`src/verilog/reset_seq_pkg.sv`:
```
// Shared widths, step counts, state encoding and release patterns
// for the reset sequencer; referenced by scoped name
`default_nettype none

package reset_seq_pkg;

    // --------------------------------------------------
    // Step timing
    // --------------------------------------------------
    localparam int step_w         = 3;
    localparam int num_steps      = 8;
    localparam int short_step_len = 1;
    localparam int long_step_len  = 4;
    localparam int tick_w         = 2;

    localparam logic [step_w-1:0] last_step      = step_w'(num_steps - 1);
    localparam logic [tick_w-1:0] short_tick_max = tick_w'(short_step_len - 1);
    localparam logic [tick_w-1:0] long_tick_max  = tick_w'(long_step_len - 1);

    // --------------------------------------------------
    // Selection and state
    // --------------------------------------------------
    typedef logic [1:0] sel_t;

    localparam sel_t sel_staged = 2'd0;
    localparam sel_t sel_split  = 2'd1;

    typedef enum logic [1:0] {
        IDLE = 2'd0,
        RUN  = 2'd1,
        DONE = 2'd2
    } seq_state_t;

    // Domain masks, core/periph/mem/io from high bit down
    typedef logic [3:0] rst_mask_t;

    localparam rst_mask_t mask_all      = 4'b1111;
    localparam rst_mask_t mask_none     = 4'b0000;
    localparam rst_mask_t mask_no_core  = 4'b0111;
    localparam rst_mask_t mask_mem_io   = 4'b0011;
    localparam rst_mask_t mask_split    = 4'b0101;

endpackage

`default_nettype wire

```
`src/verilog/seq_ctrl_if.sv`:
```
// Control bundle between the sequencer FSM, the step timer and the
// pattern decoder
`default_nettype none

interface seq_ctrl_if;

    logic                             run;
    logic                             active;
    logic                             done;
    logic [reset_seq_pkg::step_w-1:0] step;
    logic                             step_end;

    modport fsm (
        output run, active, done,
        input  step, step_end
    );

    modport timer (
        input  run,
        output step, step_end
    );

    modport decode (
        input  active, step, done
    );

endinterface

`default_nettype wire
```
`src/verilog/request_capture.sv`:
```
// Samples the trigger, detects its rising edge while idle and latches
// the selection and step mode for the sequence about to start
`default_nettype none

module request_capture (
    input  logic                clk,
    input  logic                rst_n,
    input  logic                trigger_reset,
    input  logic                config_mode,
    input  reset_seq_pkg::sel_t sequence_select,
    input  logic                idle,
    output logic                start,
    output reset_seq_pkg::sel_t sel_latched,
    output logic                long_mode
);

    logic trig_q;
    logic trig_rise;

    // Previous sample low, current sample high
    assign trig_rise = trigger_reset && !trig_q && idle;

    always_ff @(posedge clk or negedge rst_n) begin
        if (!rst_n) begin
            trig_q <= 1'b0;
            start  <= 1'b0;
        end else begin
            trig_q <= trigger_reset;
            start  <= trig_rise;
        end
    end

    // Held for the whole sequence
    always_ff @(posedge clk) begin
        if (trig_rise) begin
            sel_latched <= sequence_select;
            long_mode   <= config_mode;
        end
    end

endmodule

`default_nettype wire

```
`src/verilog/reset_pattern_decode.sv`:
```
// Maps the latched selection and the current step to the four domain
// resets; outputs are registered one cycle behind the FSM
`default_nettype none

module reset_pattern_decode (
    input  logic                clk,
    input  logic                rst_n,
    input  reset_seq_pkg::sel_t sel_latched,
    seq_ctrl_if.decode          ctrl,
    output logic                core_rst,
    output logic                periph_rst,
    output logic                mem_rst,
    output logic                io_rst,
    output logic                sequence_done
);

    reset_seq_pkg::rst_mask_t mask_next;
    reset_seq_pkg::rst_mask_t mask_q;
    logic                     done_q;

    // --------------------------------------------------
    // Pattern rule
    // --------------------------------------------------
    always_comb begin
        mask_next = reset_seq_pkg::mask_none;
        if (ctrl.active) begin
            case (sel_latched)
                reset_seq_pkg::sel_staged: begin
                    // Core first, then periph, then mem and io together
                    if (ctrl.step < 3'd2) begin
                        mask_next = reset_seq_pkg::mask_all;
                    end else if (ctrl.step < 3'd4) begin
                        mask_next = reset_seq_pkg::mask_no_core;
                    end else if (ctrl.step < 3'd6) begin
                        mask_next = reset_seq_pkg::mask_mem_io;
                    end
                end
                reset_seq_pkg::sel_split: begin
                    if (ctrl.step < 3'd3) begin
                        mask_next = reset_seq_pkg::mask_all;
                    end else if (ctrl.step < 3'd5) begin
                        mask_next = reset_seq_pkg::mask_split;
                    end
                end
                default: begin
                    mask_next = reset_seq_pkg::mask_all;
                end
            endcase
        end
    end

    always_ff @(posedge clk or negedge rst_n) begin
        if (!rst_n) begin
            mask_q <= reset_seq_pkg::mask_none;
            done_q <= 1'b0;
        end else begin
            mask_q <= mask_next;
            done_q <= ctrl.done;
        end
    end

    assign {core_rst, periph_rst, mem_rst, io_rst} = mask_q;
    assign sequence_done = done_q;

endmodule

`default_nettype wire

```
`src/verilog/reset_seq_fsm.sv`:
```
// Sequencer state machine: waits for start, runs the eight steps and
// spends one cycle in DONE before going back to idle
`default_nettype none

module reset_seq_fsm (
    input  logic       clk,
    input  logic       rst_n,
    input  logic       start,
    output logic       idle,
    seq_ctrl_if.fsm    ctrl
);

    reset_seq_pkg::seq_state_t state;
    reset_seq_pkg::seq_state_t state_next;

    logic last_step_end;

    assign last_step_end = ctrl.step_end && (ctrl.step == reset_seq_pkg::last_step);

    // --------------------------------------------------
    // Next state
    // --------------------------------------------------
    always_comb begin
        state_next = state;
        case (state)
            reset_seq_pkg::IDLE: begin
                if (start) begin
                    state_next = reset_seq_pkg::RUN;
                end
            end
            reset_seq_pkg::RUN: begin
                if (last_step_end) begin
                    state_next = reset_seq_pkg::DONE;
                end
            end
            reset_seq_pkg::DONE: begin
                state_next = reset_seq_pkg::IDLE;
            end
            default: begin
                state_next = reset_seq_pkg::IDLE;
            end
        endcase
    end

    always_ff @(posedge clk or negedge rst_n) begin
        if (!rst_n) begin
            state <= reset_seq_pkg::IDLE;
        end else begin
            state <= state_next;
        end
    end

    // --------------------------------------------------
    // Outputs
    // --------------------------------------------------
    assign idle        = (state == reset_seq_pkg::IDLE);
    assign ctrl.run    = (state == reset_seq_pkg::RUN);
    assign ctrl.active = (state == reset_seq_pkg::RUN);

    // Only one cycle in DONE, so this is a pulse
    assign ctrl.done   = (state == reset_seq_pkg::DONE);

endmodule

`default_nettype wire

```
`src/verilog/reset_sequencer_top.sv`:
```
// Reset sequencer top level: trigger capture, FSM, step timer and
// pattern decoder behind plain ports
`default_nettype none

module reset_sequencer_top (
    input  logic       clk,
    input  logic       rst_n,
    input  logic       trigger_reset,
    input  logic       config_mode,
    input  logic [1:0] sequence_select,
    output logic       core_rst,
    output logic       periph_rst,
    output logic       mem_rst,
    output logic       io_rst,
    output logic       sequence_done
);

    logic                start;
    logic                idle;
    logic                long_mode;
    reset_seq_pkg::sel_t sel_latched;

    seq_ctrl_if ctrl ();

    request_capture u_capture (
        .clk             (clk),
        .rst_n           (rst_n),
        .trigger_reset   (trigger_reset),
        .config_mode     (config_mode),
        .sequence_select (sequence_select),
        .idle            (idle),
        .start           (start),
        .sel_latched     (sel_latched),
        .long_mode       (long_mode)
    );

    reset_seq_fsm u_fsm (
        .clk   (clk),
        .rst_n (rst_n),
        .start (start),
        .idle  (idle),
        .ctrl  (ctrl.fsm)
    );

    reset_step_timer u_timer (
        .clk       (clk),
        .rst_n     (rst_n),
        .long_mode (long_mode),
        .ctrl      (ctrl.timer)
    );

    reset_pattern_decode u_decode (
        .clk           (clk),
        .rst_n         (rst_n),
        .sel_latched   (sel_latched),
        .ctrl          (ctrl.decode),
        .core_rst      (core_rst),
        .periph_rst    (periph_rst),
        .mem_rst       (mem_rst),
        .io_rst        (io_rst),
        .sequence_done (sequence_done)
    );

endmodule

`default_nettype wire

```
`src/verilog/reset_step_timer.sv`:
```
// Counts cycles within a step and the step index while the sequence
// runs; a step lasts one cycle, or four in long mode
`default_nettype none

module reset_step_timer (
    input  logic       clk,
    input  logic       rst_n,
    input  logic       long_mode,
    seq_ctrl_if.timer  ctrl
);

    logic [reset_seq_pkg::tick_w-1:0] tick;
    logic [reset_seq_pkg::tick_w-1:0] tick_max;
    logic [reset_seq_pkg::step_w-1:0] step_q;

    assign tick_max = long_mode ? reset_seq_pkg::long_tick_max
                                : reset_seq_pkg::short_tick_max;

    // Last cycle of the current step
    assign ctrl.step_end = ctrl.run && (tick == tick_max);
    assign ctrl.step     = step_q;

    always_ff @(posedge clk or negedge rst_n) begin
        if (!rst_n) begin
            tick   <= '0;
            step_q <= '0;
        end else if (!ctrl.run) begin
            tick   <= '0;
            step_q <= '0;
        end else if (ctrl.step_end) begin
            tick   <= '0;
            step_q <= step_q + 1'b1;
        end else begin
            tick   <= tick + 1'b1;
        end
    end

endmodule

`default_nettype wire

```
`config.mk`:
```
export PLATFORM = sky130hd
export DESIGN_NAME = reset_sequencer_top
export DESIGN_NICKNAME = d
export VERILOG_FILES = /design/src/verilog/reset_seq_pkg.sv /design/src/verilog/seq_ctrl_if.sv /design/src/verilog/request_capture.sv /design/src/verilog/reset_pattern_decode.sv /design/src/verilog/reset_seq_fsm.sv /design/src/verilog/reset_sequencer_top.sv /design/src/verilog/reset_step_timer.sv
export SDC_FILE = /design/constraint.sdc
export NUM_CORES = 1
export LEC_CHECK = 0
export BUFFER_PORTS_ARGS = -buffer_cell sky130_fd_sc_hd__buf_2
export CAP_MARGIN = 20
export CELL_PAD_IN_SITES_DETAIL_PLACEMENT = 0
export CELL_PAD_IN_SITES_GLOBAL_PLACEMENT = 1
export CORE_UTILIZATION = 45
export CTS_CLUSTER_SIZE = 30
export DETAILED_ROUTE_END_ITERATION = 16
export PLACE_DENSITY_LB_ADDON = 0.1
export SETUP_SLACK_MARGIN = 0.3
export SKIP_LAST_GASP = 1
export SLEW_MARGIN = 15
export SYNTH_ARGS = -nofsm -noshare
export SYNTH_HDL_FRONTEND = slang
export SYNTH_SLANG_ARGS = --single-unit
```
`constraint.sdc`:
```
create_clock -name clk -period 2.5 [get_ports clk]
set_input_delay 0.5 -clock clk [delete_from_list [all_inputs] [get_ports clk]]
set_output_delay 0.5 -clock clk [all_outputs]
set_load 0.05 [all_outputs]
```
After elaboration in Yosys (flattened, before gate mapping)
Index checks and enable logic that the tools add are counted.
W data, S select, Z words.
{"block": "word_totals", "ff_bits": 17, "inputBits": 6, "output_inout_bits": 5, "word_cells": 47}
{"block": "classes", "addsub": 2, "magnitude_cmp": 5, "eq_ne": 8, "n_mux": 15, "reduce_logical": 8}
{"op": "$mux W4", "n": 4}
{"op": "$mux W2", "n": 6}
{"op": "$lt A3 B3 Y1 const B", "n": 3}
{"op": "$mux W3", "n": 3}
{"op": "$pmux W4 S2", "n": 1}
{"op": "$lt A3 B2 Y1 const B", "n": 2}
{"op": "$ne A2 B2 Y1 const B", "n": 3}
{"op": "$eq A2 B1 Y1 const B", "n": 2}
{"op": "$logic_and A1 B1 Y1", "n": 4}
{"op": "$logic_not A2 Y1", "n": 2}
{"op": "$pmux W2 S2", "n": 1}
{"op": "$add A3 B1 Y3 const B", "n": 1}
{"op": "$eq A3 B3 Y1 const B", "n": 1}
{"op": "$add A2 B1 Y2 const B", "n": 1}
{"op": "$eq A2 B2 Y1", "n": 1}
{"op": "$eq A2 B2 Y1 const B", "n": 1}
{"op": "$reduce_and A2 Y1", "n": 1}
{"op": "$logic_not A1 Y1", "n": 1}

Logic depth before layout (Yosys ltp)
{"block": "logic_depth", "ltp_word": 6, "ltp_mapped": 4, "ltp_nobuf": 4}

Cells and area by module
Synthesis repeated with hierarchy kept, for this count alone.
{"block": "hier_totals", "cells_unflattened": 60, "hier_area_um2": 757.0}
{"mod": "reset_step_timer", "n_inst": 1, "cells_each": 28, "area_per_inst_um2": 291.5, "seq_area_each_um2": 125.1}
{"mod": "reset_pattern_decode", "n_inst": 1, "cells_each": 16, "area_per_inst_um2": 202.7, "seq_area_each_um2": 125.1}
{"mod": "request_capture", "n_inst": 1, "cells_each": 6, "area_per_inst_um2": 148.9, "seq_area_each_um2": 140.1}
{"mod": "reset_seq_fsm", "n_inst": 1, "cells_each": 10, "area_per_inst_um2": 113.9, "seq_area_each_um2": 50.0}

Worst setup path after synthesis
Ideal clock, no wire load.
{"block": "synth_path", "kind": "input -> register", "startpoint": "input port trigger_reset", "endpoint": "register u_capture.long_mode, enable pin", "setup_time_ps": 377, "arrival_time_ps": 983, "setup_slack_ps": 1140, "stages": 1, "path_cell_list": "nor4b_1"}
{"block": "synth_via", "elab_chain_cells": 2}
{"element": "start: declaration", "line_no": "reset_sequencer_top.sv:8", "rtl": "input logic trigger_reset,"}
{"element": "$logic_and A1 B1 Y1 (2 in series)", "line_no": "request_capture.sv:21", "rtl": "assign trig_rise = trigger_reset && !trig_q && idle;"}
{"element": "end signal: assignment", "line_no": "request_capture.sv:37", "rtl": "long_mode <= config_mode;"}
{"element": "end: declaration", "line_no": "request_capture.sv:14", "rtl": "output logic long_mode"}
Every way passes these cells.
A chain may end at the register's enable or synchronous reset.

Final worst setup path
{"block": "layout_path", "startpoint": "register u_fsm.state[0]", "endpoint": "register u_capture.long_mode, enable pin"}
{"block": "layout_via", "elab_chain_cells": 2}
{"element": "start: declaration", "line_no": "reset_seq_fsm.sv:13", "rtl": "reset_seq_pkg::seq_state_t state;"}
{"element": "start signal: assignment", "line_no": "reset_seq_fsm.sv:47", "rtl": "state <= reset_seq_pkg::IDLE;"}
{"element": "start signal: assignment", "line_no": "reset_seq_fsm.sv:49", "rtl": "state <= state_next;"}
{"element": "$logic_not A2 Y1", "line_no": "reset_seq_fsm.sv:56", "rtl": "assign idle = (state == reset_seq_pkg::IDLE);"}
{"element": "$logic_and A1 B1 Y1", "line_no": "request_capture.sv:21"}
{"element": "net u_capture.trig_rise", "line_no": "request_capture.sv:18", "rtl": "logic trig_rise;"}
The timed path passes the listed nets, and every way through them passes these cells.

==> impl_metrics.py <==
metrics = {
    "status": {
        "outcome": "complete, no violations",
    },
    "place": {
        "placed_area_um2": 751,
        "gp_congestion": 0.658,
        "place_worst_setup_slack_ns": 0.930,
        "portBuffers": 10,
        "dp_cells": 79,
        "hpwl_um": 826,
    },
    "finish": {
        "antenna_cells": 0,
        "fillers": 123,
        "final_nets": 77,
        "multi_input_area_um2": 238,
        "postLayoutCoreUtil_pct": 56.9,
        "regArea_um2": 440,
        "drive_gt1_share_pct": 25.0,
        "finalInstanceArea_um2": 777,
        "finalNonFillerCells": 83,
        "area_growth_pct": 13.3,
    },
    "power": {
        "finalPower_mw": 0.880,
        "power.density_nw_per_um2": 1130,
        "power.leakage_nw": 0.358,
        "ir_drop_uv": 522,
    },
    "sta": {
        "hold_slack_ns": 0.0835,
        "hold_viol": 0,
        "fmax_ghz": 0.674,
        "layout_min_cycle_time_ns": 1.48,
        "tightest_slew_ns": 0.726,
        "finalSetupViolCount": 0,
        "slew_viol_final": 0,
        "slew_headroom_pct": 50.9,
        "rsz0062_at_grt": "false",
        "final.period_utilization_pct": 59.4,
        "tns_ns": 0,
        "finalWorstSetupSlack_ns": 1.02,
        "skew_ns": 0.00701,
    },
    "clock_network": {
        "cts_buffers": 3,
        "cts_tree": "yes",
        "ctsResizeCount": 0,
        "worst_skew_pair.late_latency_ns": 0.29,
        "path_clk_slew_ns": 0.10,
        "root_buffer": "clkbuf_4",
        "cts_setup_buffers": 0,
        "clockBufferDepth": 2,
        "clkSinkCount": 17,
        "htree_levels": 1,
        "cts_hold_buf": 0,
    },
    "setup_path": {
        "cpMaxStageDelayCell": "nor4b_1",
        "endpoint_kind": "flip-flop",
        "crit_path_max_fanout": 6,
        "worst-setup-path-type": "reg2reg",
        "critPathTopFamily": "simple AND/OR/NAND/NOR gates",
        "cp_num_buf_inv": 0,
        "max_stage_delay_ns": 0.68,
        "setup.worst_path.start_class": "flip-flop",
        "crit_required_ns": 2.42,
        "critical_path.cell_chain": "nor4b_1",
        "cp.arrival_ns": 1.41,
    },
    "detailed_routing": {
        "drt-met1-wl_um": 566,
        "routed_wl_um": 1140,
        "num_vias": 450,
        "routed_via_density": 5.42,
        "wl_met2_um": 505,
        "postRouteAntennaNets": 0,
        "drcViolationCount": 0,
        "dr.pass1.iters": 2,
        "dr_wl_met3_um": 65,
        "drt-initial-drc-count": 12,
        "wl_per_cell_um": 13.7,
        "routed.top_layer": "met3",
    },
    "yosys": {
        "synth_cells": 55,
        "syn_area_um2": 686,
        "synthArstFlopShare_pct": 82.4,
        "synth_nets": 63,
        "synth_top_flop_cell": "dfrtp_1",
        "yosys_register_bits": 17,
        "avgSynthCellArea_um2": 12.5,
        "ys_seq_area_share_pct": 64.2,
        "yosysUniqueCellTypes": 24,
        "synth_edf_count": 3,
        "synth_warnings": 0,
    },
    "flow_run": {
        "cap_violations": 0,
    },
    "hold_path": {
        "hold_class": "in2async",
    },
    "floorplan": {
        "die_h_um": 41.0,
        "die_w_um": 41.0,
        "die_area_um2": 1680,
        "start_util_pct": 50.2,
        "pin_count": 11,
        "core_um2": 1370,
        "rows": 13,
    },
    "grt": {
        "grt_antenna_before_repair": 0,
        "grt-ovfl-total": 0,
        "grt_pass1_vias": 404,
        "grt_max_degree": 15,
        "grt_use_total_pct": 17.0,
        "grt_pass1_wl_um": 1730,
    },
}
final cells by class:
class	count	share of cell area, %
tap	15	2.42
timing repair buffer	10	6.44
clock buffer	4	3.38
multi-input combinational	36	30.6
inverter	1	0.483
sequential	17	56.7
sequential cells by signal, indices dropped and copies added (netlist names), 2 cells and up:
name and cells:
u_timer.tick 2, u_decode.mask_q 4, u_capture.sel_latched 2, u_timer.ctrl.step 3, u_fsm.state 2
kinds of logic (layout without fill, tap and decap cells):
family / after synthesis / in the layout / share of synthesized area [%]
buf+inv: 2 / 15 / 1.09
flops: 17 / 17 / 64.2
xor+xnor: 1 / 1 / 1.28
compound gates: 14 / 14 / 13.1
fa+ha+maj: 2 / 2 / 3.65
simple gates: 19 / 19 / 16.6
synthesized netlist by cell type (2+ instances only):
| cell type | number | area share, % |
|---|---|---|
| a21o_1 | 3 | 3.3 |
| a21oi_1 | 4 | 2.9 |
| a31oi_1 | 2 | 1.8 |
| dfrtp_1 | 14 | 51 |
| edfxtp_1 | 3 | 13 |
| ha_1 | 2 | 3.6 |
| nand2b_1 | 2 | 1.8 |
| nand3_1 | 3 | 2.2 |
| nor2_1 | 2 | 1.1 |
| nor2b_1 | 2 | 1.8 |
| nor3_1 | 4 | 2.9 |
| o21ai_0 | 2 | 1.5 |
layer usage:
| layer | up-vias | track usage [%] |
|---|---|---|
| met5 | - | 0 |
| met4 | 0 | 5.00 |
| met3 | 0 | 9.78 |
| met2 | 14 | 25.8 |
| met1 | 209 | 20.2 |
| li1 | 227 | - |
layout by cell type, fill, tap and decap left out, types with 2 or more instances in the layout:
cell type   n
nand2b_1    2
ha_1        2
a21o_1      3
a21oi_1     4
dfrtp_1    14
a31oi_1     2
nand3_1     3
clkbuf_4    3
nor3_1      4
buf_2      10
edfxtp_1    3
nor2b_1     2
o21ai_0     2
nor2_1      2
power by group:
group,switching (mW),total (mW),internal [mW],leakage (nW)
clock,0.0830,0.145,0.0620,0.0150
combinational,0.186,0.308,0.122,0.151
sequential,0.0708,0.427,0.356,0.192
total,0.340,0.880,0.540,0.358
final timing paths:
path	end	slack, ns	start	cells past startpoint
setup / recovery	u_capture.long_mode	1.02	u_fsm.state[0]	1
hold / removal	u_capture.start	0.08	rst_n	1
setup reg to reg	u_capture.long_mode	1.02	u_fsm.state[0]	1
hold reg to reg	u_capture.start	0.47	u_capture.trig_q	1
max in group asynchronous	u_decode.sequence_done	2.18	rst_n	1
min in group clk	u_capture.trig_q	0.33	trigger_reset	1
Note: power is estimated with default switching activity, not from simulation.
